**config.mk**
```make
export PLATFORM = sky130hd
export DESIGN_NAME = rv_core
export DESIGN_NICKNAME = d
export VERILOG_FILES = /design/src/hw/rv_pkg.sv /design/src/hw/rv_core.sv /design/src/hw/rv_decode.sv /design/src/hw/rv_execute.sv /design/src/hw/rv_fetch.sv /design/src/hw/rv_hazard.sv /design/src/hw/rv_regfile.sv /design/src/hw/rv_writeback.sv
export VERILOG_INCLUDE_DIRS = /design/src /design/src/hw
export SDC_FILE = /design/constraint.sdc
export NUM_CORES = 2
export LEC_CHECK = 0
export ABC_AREA = 1
export BUFFER_PORTS_ARGS = -buffer_cell sky130_fd_sc_hd__buf_2
export CAP_MARGIN = 40
export CORE_MARGIN = 10
export CORE_UTILIZATION = 40
export DETAILED_ROUTE_END_ITERATION = 7
export PLACE_DENSITY = 0.54
export SLEW_MARGIN = 20
export SYNTH_ARGS = -nofsm -noshare
export SYNTH_HDL_FRONTEND = slang
export SYNTH_SLANG_ARGS = --single-unit
```
**constraint.sdc**
```tcl
create_clock -name clk -period 40.1 [get_ports clk]
set_input_delay 0 -clock clk [delete_from_list [all_inputs] [get_ports clk]]
set_output_delay 0 -clock clk [all_outputs]
set_load 0.02 [all_outputs]
```
**src/hw/rv_defines.svh**
```systemverilog
`ifndef RV_DEFINES_SVH
`define RV_DEFINES_SVH

`define RV_XLEN      32
`define RV_REG_AW    5
`define RV_RESET_PC  32'h0000_0000

// ----------------------------------------
// opcodes of the kept RV32I subset
// ----------------------------------------
`define RV_OP_LUI     7'b0110111
`define RV_OP_JAL     7'b1101111
`define RV_OP_BRANCH  7'b1100011
`define RV_OP_LOAD    7'b0000011
`define RV_OP_STORE   7'b0100011
`define RV_OP_IMM     7'b0010011
`define RV_OP_REG     7'b0110011

// alu funct3
`define RV_F3_ADD   3'b000
`define RV_F3_SLL   3'b001
`define RV_F3_SLT   3'b010
`define RV_F3_SLTU  3'b011
`define RV_F3_XOR   3'b100
`define RV_F3_SR    3'b101   // srl / sra, split by funct7[5]
`define RV_F3_OR    3'b110
`define RV_F3_AND   3'b111

// branch funct3
`define RV_F3_BEQ   3'b000
`define RV_F3_BNE   3'b001

`endif

```
**src/hw/rv_pkg.sv**
```systemverilog
`include "rv_defines.svh"

package rv_pkg;

    // ----------------------------------------
    // instruction formats, all views of one word
    // ----------------------------------------
    typedef struct packed {
        logic [6:0]             funct7;
        logic [`RV_REG_AW-1:0]  rs2;
        logic [`RV_REG_AW-1:0]  rs1;
        logic [2:0]             funct3;
        logic [`RV_REG_AW-1:0]  rd;
        logic [6:0]             opcode;
    } r_fmt_t;

    typedef struct packed {
        logic [11:0]            imm;
        logic [`RV_REG_AW-1:0]  rs1;
        logic [2:0]             funct3;
        logic [`RV_REG_AW-1:0]  rd;
        logic [6:0]             opcode;
    } i_fmt_t;

    typedef struct packed {
        logic [6:0]             imm_hi;
        logic [`RV_REG_AW-1:0]  rs2;
        logic [`RV_REG_AW-1:0]  rs1;
        logic [2:0]             funct3;
        logic [4:0]             imm_lo;
        logic [6:0]             opcode;
    } s_fmt_t;

    typedef struct packed {
        logic                   imm12;
        logic [5:0]             imm10_5;
        logic [`RV_REG_AW-1:0]  rs2;
        logic [`RV_REG_AW-1:0]  rs1;
        logic [2:0]             funct3;
        logic [3:0]             imm4_1;
        logic                   imm11;
        logic [6:0]             opcode;
    } b_fmt_t;

    typedef struct packed {
        logic [19:0]            imm31_12;
        logic [`RV_REG_AW-1:0]  rd;
        logic [6:0]             opcode;
    } u_fmt_t;

    typedef struct packed {
        logic                   imm20;
        logic [9:0]             imm10_1;
        logic                   imm11;
        logic [7:0]             imm19_12;
        logic [`RV_REG_AW-1:0]  rd;
        logic [6:0]             opcode;
    } j_fmt_t;

    typedef union packed {
        r_fmt_t r;
        i_fmt_t i;
        s_fmt_t s;
        b_fmt_t b;
        u_fmt_t u;
        j_fmt_t j;
    } instr_u;

    typedef enum logic [3:0] {
        ALU_ADD, ALU_SUB, ALU_SLL, ALU_SLT, ALU_SLTU,
        ALU_XOR, ALU_SRL, ALU_SRA, ALU_OR, ALU_AND
    } alu_op_e;

    typedef enum logic [1:0] {
        FWD_REG, // value read in decode
        FWD_MEM,
        FWD_WB
    } fwd_sel_e;

    typedef struct packed {
        alu_op_e alu_op;
        logic    use_imm;   // operand b is the immediate
        logic    reg_we;
        logic    mem_we;
        logic    mem_re;
        logic    is_branch;
        logic    branch_ne; // bne, else beq
        logic    is_jal;
        logic    is_lui;
    } ctrl_t;

    // ----------------------------------------
    // stage buffers
    // ----------------------------------------
    typedef struct packed {
        logic                   valid;
        logic [`RV_XLEN-1:0]    pc;
        logic [`RV_REG_AW-1:0]  rs1;
        logic [`RV_REG_AW-1:0]  rs2;
        logic [`RV_REG_AW-1:0]  rd;
        logic [`RV_XLEN-1:0]    rdata1;
        logic [`RV_XLEN-1:0]    rdata2;
        logic [`RV_XLEN-1:0]    imm;
        ctrl_t                  ctrl;
    } de_bus_t;

    typedef struct packed {
        logic                   valid;
        logic [`RV_XLEN-1:0]    pc;
        logic [`RV_REG_AW-1:0]  rd;
        logic [`RV_XLEN-1:0]    result;     // alu result or memory address
        logic [`RV_XLEN-1:0]    store_data;
        logic                   reg_we;
        logic                   mem_we;
        logic                   mem_re;
    } em_bus_t;

    typedef struct packed {
        logic                   valid;
        logic [`RV_XLEN-1:0]    pc;
        logic [`RV_REG_AW-1:0]  rd;
        logic [`RV_XLEN-1:0]    result;
        logic [`RV_XLEN-1:0]    load_data;
        logic                   reg_we;
        logic                   mem_re;
    } mw_bus_t;

endpackage

```
**src/hw/rv_core.sv**
```systemverilog
`timescale 1ns/1ps
`include "rv_defines.svh"

module rv_core import rv_pkg::*; (
    input  logic                  clk,
    input  logic                  rst,
    output logic [`RV_XLEN-1:0]   imem_addr,
    input  logic [`RV_XLEN-1:0]   imem_data,
    output logic [`RV_XLEN-1:0]   dmem_addr,
    output logic [`RV_XLEN-1:0]   dmem_wdata,
    output logic                  dmem_we,
    output logic                  dmem_re,
    input  logic [`RV_XLEN-1:0]   dmem_rdata,
    output logic                  retire_valid,
    output logic [`RV_XLEN-1:0]   retire_pc,
    output logic                  retire_we,
    output logic [`RV_REG_AW-1:0] retire_rd,
    output logic [`RV_XLEN-1:0]   retire_data
);

    logic                  fd_valid;
    logic [`RV_XLEN-1:0]   fd_pc;
    instr_u                fd_instr;
    logic                  stall, redirect;
    logic [`RV_XLEN-1:0]   redirect_pc;
    logic [`RV_REG_AW-1:0] d_rs1, d_rs2;
    logic [`RV_XLEN-1:0]   rf_rdata1, rf_rdata2;
    de_bus_t               de_bus;
    em_bus_t               em_bus;
    fwd_sel_e              fwd_a, fwd_b;
    logic                  wb_we;
    logic [`RV_REG_AW-1:0] wb_rd;
    logic [`RV_XLEN-1:0]   wb_data;

    // ----------------------------------------
    // front end
    // ----------------------------------------
    rv_fetch rv_fetch_inst (
        .clk         (clk),
        .rst         (rst),
        .stall       (stall),
        .redirect    (redirect),
        .redirect_pc (redirect_pc),
        .imem_addr   (imem_addr),
        .imem_data   (imem_data),
        .fd_valid    (fd_valid),
        .fd_pc       (fd_pc),
        .fd_instr    (fd_instr)
    );

    rv_decode rv_decode_inst (
        .clk      (clk),
        .rst      (rst),
        .fd_valid (fd_valid),
        .fd_pc    (fd_pc),
        .fd_instr (fd_instr),
        .stall    (stall),
        .redirect (redirect),
        .rs1      (d_rs1),
        .rs2      (d_rs2),
        .rdata1   (rf_rdata1),
        .rdata2   (rf_rdata2),
        .de_bus   (de_bus)
    );

    rv_regfile rv_regfile_inst (
        .clk    (clk),
        .rst    (rst),
        .raddr1 (d_rs1),
        .raddr2 (d_rs2),
        .rdata1 (rf_rdata1),
        .rdata2 (rf_rdata2),
        .we     (wb_we),
        .waddr  (wb_rd),
        .wdata  (wb_data)
    );

    rv_hazard rv_hazard_inst (
        .d_rs1    (d_rs1),
        .d_rs2    (d_rs2),
        .e_rs1    (de_bus.rs1),
        .e_rs2    (de_bus.rs2),
        .e_rd     (de_bus.rd),
        .m_rd     (em_bus.rd),
        .w_rd     (wb_rd),
        .e_mem_re (de_bus.ctrl.mem_re),
        .m_reg_we (em_bus.reg_we),
        .w_reg_we (wb_we),
        .stall    (stall),
        .fwd_a    (fwd_a),
        .fwd_b    (fwd_b)
    );

    // ----------------------------------------
    // back end
    // ----------------------------------------
    rv_execute rv_execute_inst (
        .clk         (clk),
        .rst         (rst),
        .de_bus      (de_bus),
        .fwd_a       (fwd_a),
        .fwd_b       (fwd_b),
        .m_fwd_data  (em_bus.result),   // never a load, the stall sees to that
        .w_fwd_data  (wb_data),
        .redirect    (redirect),
        .redirect_pc (redirect_pc),
        .em_bus      (em_bus)
    );

    // memory stage is just the data port
    assign dmem_addr  = em_bus.result;
    assign dmem_wdata = em_bus.store_data;
    assign dmem_we    = em_bus.valid && em_bus.mem_we;
    assign dmem_re    = em_bus.valid && em_bus.mem_re;

    rv_writeback rv_writeback_inst (
        .clk          (clk),
        .rst          (rst),
        .em_bus       (em_bus),
        .load_data    (dmem_rdata),
        .reg_we       (wb_we),
        .rd           (wb_rd),
        .wdata        (wb_data),
        .retire_valid (retire_valid),
        .retire_pc    (retire_pc)
    );

    assign retire_we   = wb_we;
    assign retire_rd   = wb_rd;
    assign retire_data = wb_data;

endmodule

```
**src/hw/rv_decode.sv**
```systemverilog
`timescale 1ns/1ps
`include "rv_defines.svh"

module rv_decode import rv_pkg::*; (
    input  logic                  clk,
    input  logic                  rst,
    input  logic                  fd_valid,
    input  logic [`RV_XLEN-1:0]   fd_pc,
    input  instr_u                fd_instr,
    input  logic                  stall,
    input  logic                  redirect,
    output logic [`RV_REG_AW-1:0] rs1,
    output logic [`RV_REG_AW-1:0] rs2,
    input  logic [`RV_XLEN-1:0]   rdata1,
    input  logic [`RV_XLEN-1:0]   rdata2,
    output de_bus_t               de_bus
);

    ctrl_t               ctrl;
    logic                legal;
    logic [`RV_XLEN-1:0] imm;
    logic [`RV_XLEN-1:0] imm_i, imm_s, imm_b, imm_u, imm_j;
    logic [2:0]          f3;

    function automatic alu_op_e alu_sel(input logic [2:0] funct3, input logic alt);
        alu_op_e op;
        case (funct3)
            `RV_F3_ADD:  op = alt ? ALU_SUB : ALU_ADD;
            `RV_F3_SLL:  op = ALU_SLL;
            `RV_F3_SLT:  op = ALU_SLT;
            `RV_F3_SLTU: op = ALU_SLTU;
            `RV_F3_XOR:  op = ALU_XOR;
            `RV_F3_SR:   op = alt ? ALU_SRA : ALU_SRL;
            `RV_F3_OR:   op = ALU_OR;
            default:     op = ALU_AND;
        endcase
        return op;
    endfunction

    assign f3  = fd_instr.r.funct3;
    assign rs1 = fd_instr.r.rs1;
    assign rs2 = fd_instr.r.rs2;

    // ----------------------------------------
    // immediates
    // ----------------------------------------
    assign imm_i = {{20{fd_instr.i.imm[11]}}, fd_instr.i.imm};
    assign imm_s = {{20{fd_instr.s.imm_hi[6]}}, fd_instr.s.imm_hi, fd_instr.s.imm_lo};
    assign imm_b = {{19{fd_instr.b.imm12}}, fd_instr.b.imm12, fd_instr.b.imm11,
                    fd_instr.b.imm10_5, fd_instr.b.imm4_1, 1'b0};
    assign imm_u = {fd_instr.u.imm31_12, 12'b0};
    assign imm_j = {{11{fd_instr.j.imm20}}, fd_instr.j.imm20, fd_instr.j.imm19_12,
                    fd_instr.j.imm11, fd_instr.j.imm10_1, 1'b0};

    // ----------------------------------------
    // control decode
    // ----------------------------------------
    always_comb begin
        ctrl  = '0;
        imm   = '0;
        legal = 1'b1;
        case (fd_instr.r.opcode)
            `RV_OP_LUI: begin
                ctrl.reg_we = 1'b1;
                ctrl.is_lui = 1'b1;
                imm         = imm_u;
            end
            `RV_OP_JAL: begin
                ctrl.reg_we = 1'b1;
                ctrl.is_jal = 1'b1;
                imm         = imm_j;
            end
            `RV_OP_BRANCH: begin
                ctrl.is_branch = 1'b1;
                ctrl.branch_ne = (f3 == `RV_F3_BNE);
                imm            = imm_b;
                legal          = (f3 == `RV_F3_BEQ) || (f3 == `RV_F3_BNE);
            end
            `RV_OP_LOAD: begin // word only
                ctrl.mem_re  = 1'b1;
                ctrl.reg_we  = 1'b1;
                ctrl.use_imm = 1'b1;
                imm          = imm_i;
            end
            `RV_OP_STORE: begin
                ctrl.mem_we  = 1'b1;
                ctrl.use_imm = 1'b1;
                imm          = imm_s;
            end
            `RV_OP_IMM: begin
                ctrl.reg_we  = 1'b1;
                ctrl.use_imm = 1'b1;
                // srai keeps its funct7 in the upper immediate bits
                ctrl.alu_op  = alu_sel(f3, (f3 == `RV_F3_SR) && fd_instr.r.funct7[5]);
                imm          = imm_i;
            end
            `RV_OP_REG: begin
                ctrl.reg_we = 1'b1;
                ctrl.alu_op = alu_sel(f3, fd_instr.r.funct7[5]);
            end
            default: legal = 1'b0; // unknown, becomes a bubble
        endcase
    end

    // ----------------------------------------
    // decode to execute buffer
    // ----------------------------------------
    always_ff @(posedge clk or posedge rst) begin
        if (rst) begin
            de_bus <= '0;
        end else if (stall || redirect || !(fd_valid && legal)) begin
            de_bus <= '0; // bubble, no writes
        end else begin
            de_bus.valid  <= 1'b1;
            de_bus.pc     <= fd_pc;
            de_bus.rs1    <= rs1;
            de_bus.rs2    <= rs2;
            de_bus.rd     <= fd_instr.r.rd;
            de_bus.rdata1 <= rdata1;
            de_bus.rdata2 <= rdata2;
            de_bus.imm    <= imm;
            de_bus.ctrl   <= ctrl;
        end
    end

endmodule

```
**src/hw/rv_execute.sv**
```systemverilog
`timescale 1ns/1ps
`include "rv_defines.svh"

module rv_execute import rv_pkg::*; (
    input  logic                clk,
    input  logic                rst,
    input  de_bus_t             de_bus,
    input  fwd_sel_e            fwd_a,
    input  fwd_sel_e            fwd_b,
    input  logic [`RV_XLEN-1:0] m_fwd_data,
    input  logic [`RV_XLEN-1:0] w_fwd_data,
    output logic                redirect,
    output logic [`RV_XLEN-1:0] redirect_pc,
    output em_bus_t             em_bus
);

    logic [`RV_XLEN-1:0] op_a, rs2_val, op_b;
    logic [`RV_XLEN-1:0] alu_out, result;
    logic                taken;

    function automatic logic [`RV_XLEN-1:0] fwd_mux(input fwd_sel_e sel,
                                                    input logic [`RV_XLEN-1:0] reg_val);
        case (sel)
            FWD_MEM: return m_fwd_data;
            FWD_WB:  return w_fwd_data;
            default: return reg_val;
        endcase
    endfunction

    always_comb begin
        op_a    = fwd_mux(fwd_a, de_bus.rdata1);
        rs2_val = fwd_mux(fwd_b, de_bus.rdata2);
    end

    assign op_b = de_bus.ctrl.use_imm ? de_bus.imm : rs2_val;

    // ----------------------------------------
    // alu
    // ----------------------------------------
    always_comb begin
        case (de_bus.ctrl.alu_op)
            ALU_SUB:  alu_out = op_a - op_b;
            ALU_SLL:  alu_out = op_a << op_b[4:0];
            ALU_SLT:  alu_out = `RV_XLEN'($signed(op_a) < $signed(op_b));
            ALU_SLTU: alu_out = `RV_XLEN'(op_a < op_b);
            ALU_XOR:  alu_out = op_a ^ op_b;
            ALU_SRL:  alu_out = op_a >> op_b[4:0];
            ALU_SRA:  alu_out = $signed(op_a) >>> op_b[4:0];
            ALU_OR:   alu_out = op_a | op_b;
            ALU_AND:  alu_out = op_a & op_b;
            default:  alu_out = op_a + op_b;
        endcase
    end

    always_comb begin
        if (de_bus.ctrl.is_jal) begin
            result = de_bus.pc + `RV_XLEN'd4; // link value
        end else if (de_bus.ctrl.is_lui) begin
            result = de_bus.imm;
        end else begin
            result = alu_out;
        end
    end

    // ----------------------------------------
    // branch resolution
    // ----------------------------------------
    assign taken       = de_bus.ctrl.is_branch && ((op_a == rs2_val) != de_bus.ctrl.branch_ne);
    assign redirect    = de_bus.valid && (de_bus.ctrl.is_jal || taken);
    assign redirect_pc = de_bus.pc + de_bus.imm;

    // execute to memory buffer
    always_ff @(posedge clk or posedge rst) begin
        if (rst) begin
            em_bus <= '0;
        end else begin
            em_bus.valid      <= de_bus.valid;
            em_bus.pc         <= de_bus.pc;
            em_bus.rd         <= de_bus.rd;
            em_bus.result     <= result;
            em_bus.store_data <= rs2_val;
            em_bus.reg_we     <= de_bus.valid && de_bus.ctrl.reg_we;
            em_bus.mem_we     <= de_bus.valid && de_bus.ctrl.mem_we;
            em_bus.mem_re     <= de_bus.valid && de_bus.ctrl.mem_re;
        end
    end

endmodule

```
**src/hw/rv_fetch.sv**
```systemverilog
`timescale 1ns/1ps
`include "rv_defines.svh"

module rv_fetch import rv_pkg::*; (
    input  logic                clk,
    input  logic                rst,
    input  logic                stall,
    input  logic                redirect,
    input  logic [`RV_XLEN-1:0] redirect_pc,
    output logic [`RV_XLEN-1:0] imem_addr,
    input  logic [`RV_XLEN-1:0] imem_data,
    output logic                fd_valid,
    output logic [`RV_XLEN-1:0] fd_pc,
    output instr_u              fd_instr
);

    logic [`RV_XLEN-1:0] pc;

    assign imem_addr = pc; // memory answers in the same cycle

    // ----------------------------------------
    // program counter
    // ----------------------------------------
    always_ff @(posedge clk or posedge rst) begin
        if (rst) begin
            pc <= `RV_RESET_PC;
        end else if (redirect) begin
            pc <= redirect_pc; // target fetched next cycle
        end else if (!stall) begin
            pc <= pc + `RV_XLEN'd4;
        end
    end

    // ----------------------------------------
    // fetch to decode buffer
    // ----------------------------------------
    always_ff @(posedge clk or posedge rst) begin
        if (rst) begin
            fd_valid <= 1'b0;
        end else if (redirect) begin
            fd_valid <= 1'b0; // kill the younger word
        end else if (!stall) begin
            fd_valid <= 1'b1;
        end
    end

    always_ff @(posedge clk) begin
        if (!stall && !redirect) begin
            fd_pc    <= pc;
            fd_instr <= imem_data;
        end
    end

endmodule

```
**src/hw/rv_hazard.sv**
```systemverilog
`timescale 1ns/1ps
`include "rv_defines.svh"

module rv_hazard import rv_pkg::*; (
    input  logic [`RV_REG_AW-1:0] d_rs1,
    input  logic [`RV_REG_AW-1:0] d_rs2,
    input  logic [`RV_REG_AW-1:0] e_rs1,
    input  logic [`RV_REG_AW-1:0] e_rs2,
    input  logic [`RV_REG_AW-1:0] e_rd,
    input  logic [`RV_REG_AW-1:0] m_rd,
    input  logic [`RV_REG_AW-1:0] w_rd,
    input  logic                  e_mem_re,
    input  logic                  m_reg_we,
    input  logic                  w_reg_we,
    output logic                  stall,
    output fwd_sel_e              fwd_a,
    output fwd_sel_e              fwd_b
);

    // newest producer wins, x0 never forwards
    function automatic fwd_sel_e fwd_pick(input logic [`RV_REG_AW-1:0] rs);
        if (rs == '0) begin
            return FWD_REG;
        end else if (m_reg_we && m_rd == rs) begin
            return FWD_MEM;
        end else if (w_reg_we && w_rd == rs) begin
            return FWD_WB;
        end
        return FWD_REG;
    endfunction

    // load in execute feeding the instruction in decode
    assign stall = e_mem_re && (e_rd != '0) && ((e_rd == d_rs1) || (e_rd == d_rs2));

    always_comb begin
        fwd_a = fwd_pick(e_rs1);
        fwd_b = fwd_pick(e_rs2);
    end

endmodule

```
**src/hw/rv_regfile.sv**
```systemverilog
`timescale 1ns/1ps
`include "rv_defines.svh"

module rv_regfile (
    input  logic                  clk,
    input  logic                  rst,
    input  logic [`RV_REG_AW-1:0] raddr1,
    input  logic [`RV_REG_AW-1:0] raddr2,
    output logic [`RV_XLEN-1:0]   rdata1,
    output logic [`RV_XLEN-1:0]   rdata2,
    input  logic                  we,
    input  logic [`RV_REG_AW-1:0] waddr,
    input  logic [`RV_XLEN-1:0]   wdata
);

    logic [`RV_XLEN-1:0] regs [1:31];

    // x0 is hardwired, a same-cycle write is passed straight through
    function automatic logic [`RV_XLEN-1:0] read_port(input logic [`RV_REG_AW-1:0] addr);
        if (addr == '0) begin
            return '0;
        end else if (we && waddr == addr) begin
            return wdata;
        end
        return regs[addr];
    endfunction

    always_ff @(posedge clk or posedge rst) begin
        if (rst) begin
            regs <= '{default: '0};
        end else if (we && waddr != '0) begin
            regs[waddr] <= wdata;
        end
    end

    always_comb begin
        rdata1 = read_port(raddr1);
        rdata2 = read_port(raddr2);
    end

endmodule

```
**src/hw/rv_writeback.sv**
```systemverilog
`timescale 1ns/1ps
`include "rv_defines.svh"

module rv_writeback import rv_pkg::*; (
    input  logic                  clk,
    input  logic                  rst,
    input  em_bus_t               em_bus,
    input  logic [`RV_XLEN-1:0]   load_data,
    output logic                  reg_we,
    output logic [`RV_REG_AW-1:0] rd,
    output logic [`RV_XLEN-1:0]   wdata,
    output logic                  retire_valid,
    output logic [`RV_XLEN-1:0]   retire_pc
);

    mw_bus_t mw_bus;

    // memory to writeback buffer
    always_ff @(posedge clk or posedge rst) begin
        if (rst) begin
            mw_bus <= '0;
        end else begin
            mw_bus.valid     <= em_bus.valid;
            mw_bus.pc        <= em_bus.pc;
            mw_bus.rd        <= em_bus.rd;
            mw_bus.result    <= em_bus.result;
            mw_bus.load_data <= load_data;
            mw_bus.reg_we    <= em_bus.reg_we;
            mw_bus.mem_re    <= em_bus.mem_re;
        end
    end

    assign wdata  = mw_bus.mem_re ? mw_bus.load_data : mw_bus.result;
    assign rd     = mw_bus.rd;
    assign reg_we = mw_bus.valid && mw_bus.reg_we && (mw_bus.rd != '0); // x0 never written

    assign retire_valid = mw_bus.valid;
    assign retire_pc    = mw_bus.pc;

endmodule

```
==> flow_summary.ini <==
[layout]
finalNonFillerCells = 14500
final_common_cell = nand2_1
drive_above_1_share_pct = 8.98
stdcell_area_mm2 = 0.0963
regArea_mm2 = 0.0367
final_nets = 11800
layout_common_cells = 2553 x nand2_1, 1387 x dfrtp_1, 1344 x o21ai_0
area_delta_synth_final_pct = 12.8
multi_input_area_mm2 = 0.0411
final.fill_count = 21400

[route]
wl_met3_mm = 41.5
wl_met1_mm = 176
met2_length_mm = 180
top_layer = met5
postRouteWirelength_mm = 420
vias = 87300
antenna_left = 0
drc = 0
drt-initial-drc-count = 11400
first_pass_iters = 7
viasPerCell = 6.01
post_drt_wl_per_cell_um = 28.9

[pwr]
ir_drop_v = 0.0000441
p_comb_share_pct = 11.2
power.density_mw_per_mm2 = 36.8
p_leak_nw = 43.4
p_switching_mw = 1.01
clockPowerShare_pct = 46.1
p_sw_share_pct = 28.4
power_frac_seq_pct = 42.6
p_int_mw = 2.54

[floorplanning]
initial_utilization_pct = 40.2
die_h_um = 482
io_pins = 235
rows = 169
core-area_mm2 = 0.212
dieArea_mm2 = 0.232
die_w_um = 482

[yosys]
synth_cell_type_count = 59
synth_seq_cells = 1454
async_flop_share_pct = 95.6
synth_nets = 11900
synth_xor_area_share_pct = 0.852
syn_area_per_cell_um2 = 7.27
synth_top_family_by_area = simple AND/OR/NAND/NOR gates
syn-cell-area_mm2 = 0.0854
yosys_most_used_dff = dfrtp_1
syn_inst = 11700
synth-compound-area-share_pct = 20.0
yosys_warnings = 0
yosys.area_share.simple_pct = 24.8
synth_edf_count = 64
synthAdderAreaFrac_pct = 1.98
synth.area.mux_share_pct = 0
ys_seq_area_share_pct = 43.0

[timing]
finalCritPeriodShare_pct = 17.1
max_freq_mhz = 146
finalHoldViolCount = 0
setup_ws_ps = 33260
worst_clock_skew_ps = 34.8
worstMarginPinSlew_ps = 1180
final.min_clock_period_ps = 6840
finalSetupViolations = 0
setup_tns_ps = 0
rsz0062_at_grt = false
maxSlewViolCount = 0
max_slew_margin_pct = 21.1

[grt]
first_global_vias = 81400
grt_overflow_total = 0
grt_max_degree = 154
grt_usage_pct = 35.0
antenna_found_initial = 26
grt_pass1_wl_mm = 598

[setup_path]
worstPathArrival_ps = 7570
start_kind = flip-flop
crit_type = reg2reg
cp_slowest_stage_delay_ps = 570
critPathBufInv = 4
critical_path.max_fanout = 30
cp_top_family = simple AND/OR/NAND/NOR gates
cp_data_required_time_ps = 40830
crit_path_top_delay_cell = dfrtp_1
crit_path_frequent_cell = nand2_1
critPathCaptureType = flip-flop

[clock_tree]
ctsLongestPathBuffers = 3
root_buffer = clkbuf_16
cts.clk_slew.worst_paths_ps = 70
clkSinkCount = 1454
htree_levels = 4
cts_buffers = 172
post_cts_buffers = 0
cts_tree = built
clkLatencyLatePin_ps = 860

[hold_path]
hold_class = in2async

[placement]
dpl.cell_count = 14100
place_area_mm2 = 0.0889
portBuffers = 234
place.gp.congestion = 1.04
dpl.hpwl_mm = 277
post-place-ws_ps = 33410

[flow_run]
drv_cap = 0

[outcome]
outcome = finished, final reports clean
[power groups by stage]
stage	combinational (mW)	sequential, mW	clock [mW]
after floorplan	0.222	1.53	0
after global placement	0.370	1.54	0
after detailed placement	0.377	1.54	0
after CTS	0.388	1.51	1.65
after global routing	0.423	1.51	1.71
final	0.398	1.51	1.63
[final cells by class]
| class | instances | share of cell area (%) |
|---|---|---|
| diodes | 8 | 0.0208 |
| clock buffers | 248 | 5.10 |
| clock inverters | 70 | 0.876 |
| inverters | 986 | 3.90 |
| multi-input cells | 8304 | 42.6 |
| flip-flops and latches | 1454 | 38.1 |
| well taps | 2821 | 3.67 |
| repair buffers | 638 | 5.68 |
[sequential cells by signal, indices dropped and copies added (netlist names)]
signal / flops
rv_fetch_inst.fd_pc: 32
rv_fetch_inst.imem_addr: 32
rv_regfile_inst.regs: 992
rv_writeback_inst.retire_pc: 32
rv_execute_inst.em_bus: 105
rv_writeback_inst.retire_valid: 1
rv_decode_inst.de_bus: 156
rv_writeback_inst.rd: 5
rv_fetch_inst.fd_valid: 1
rv_fetch_inst.fd_instr: 32
rv_writeback_inst.mw_bus: 66
[worst min-delay path, cell delays in order]
cell and delay, ps:
dlygate4sd3_1 530, buf_2 110, dlygate4sd3_1 620, inv_8 190
[cells in the mapped netlist, drive strengths merged, types with 24 or more instances]
cell     instances  area share, %
clkinv          24           0.11
nand4           60           0.44
nor3           101           0.61
inv            962            4.2
ha             130            1.9
buf            243            1.8
o21ai         1413            8.4
clkbuf         751            3.3
a21oi         1035            6.1
dfrtp         1390             41
nand3         1190            7.0
edfxtp          64            2.3
nand2         2576             11
o311ai          37           0.38
nor2          1052            5.1
o2111ai         53           0.54
o211ai         342            3.0
a31oi           69           0.51
xor2            65           0.67
[path summary, 6_finish.rpt]
kind | start | end | slack, ps | cells past startpoint
max in group asynchronous | rst | rv_regfile_inst.regs[191] | 36850 | 10
min in group clk | dmem_rdata[19] | rv_writeback_inst.mw_bus[21] | 330 | 3
worst min-delay path | rst | rv_regfile_inst.regs[520] | 240 | 4
worst max-delay path | rv_writeback_inst.rd[4] | rv_execute_inst.em_bus[55] | 33260 | 29
worst min register to register | rv_execute_inst.em_bus[96] | rv_writeback_inst.retire_pc[24] | 350 | 0
worst max register to register | rv_writeback_inst.rd[4] | rv_execute_inst.em_bus[55] | 33260 | 29
[kinds of logic (layout without fill, tap and decap cells)]
logic type      Yosys count  in the layout
simple gates           5021           5021
compound gates         3067           3067
buf+inv                1980           1942
flops                  1454           1454
fa+ha+maj               133            133
xor+xnor                 83             83
other cells               0              8
[per-layer routing]
| metal | up-vias | track usage (%) |
|---|---|---|
| met1 | 42500 | 48.7 |
| met2 | 4972 | 52.2 |
| met4 | 12 | 16.6 |
| li1 | 38700 | - |
| met3 | 1027 | 6.74 |
| met5 | - | 0 |
[per-stage QoR]
step	total power [mW]	hold WS, ps	utilization, %
after floorplan	1.75	31.4	-
after global placement	1.91	109	41.4
after detailed placement	1.91	-34.9	41.9
after CTS	3.55	238	45.2
after global routing	3.64	249	45.4
final	3.54	236	45.4
[what timing repair did]
item,4_1_cts,5_1_grt
hold endpoints to repair,314,0
hold buffers,130,0
resized for setup,0,0
Note: power is estimated with default switching activity, not from simulation.
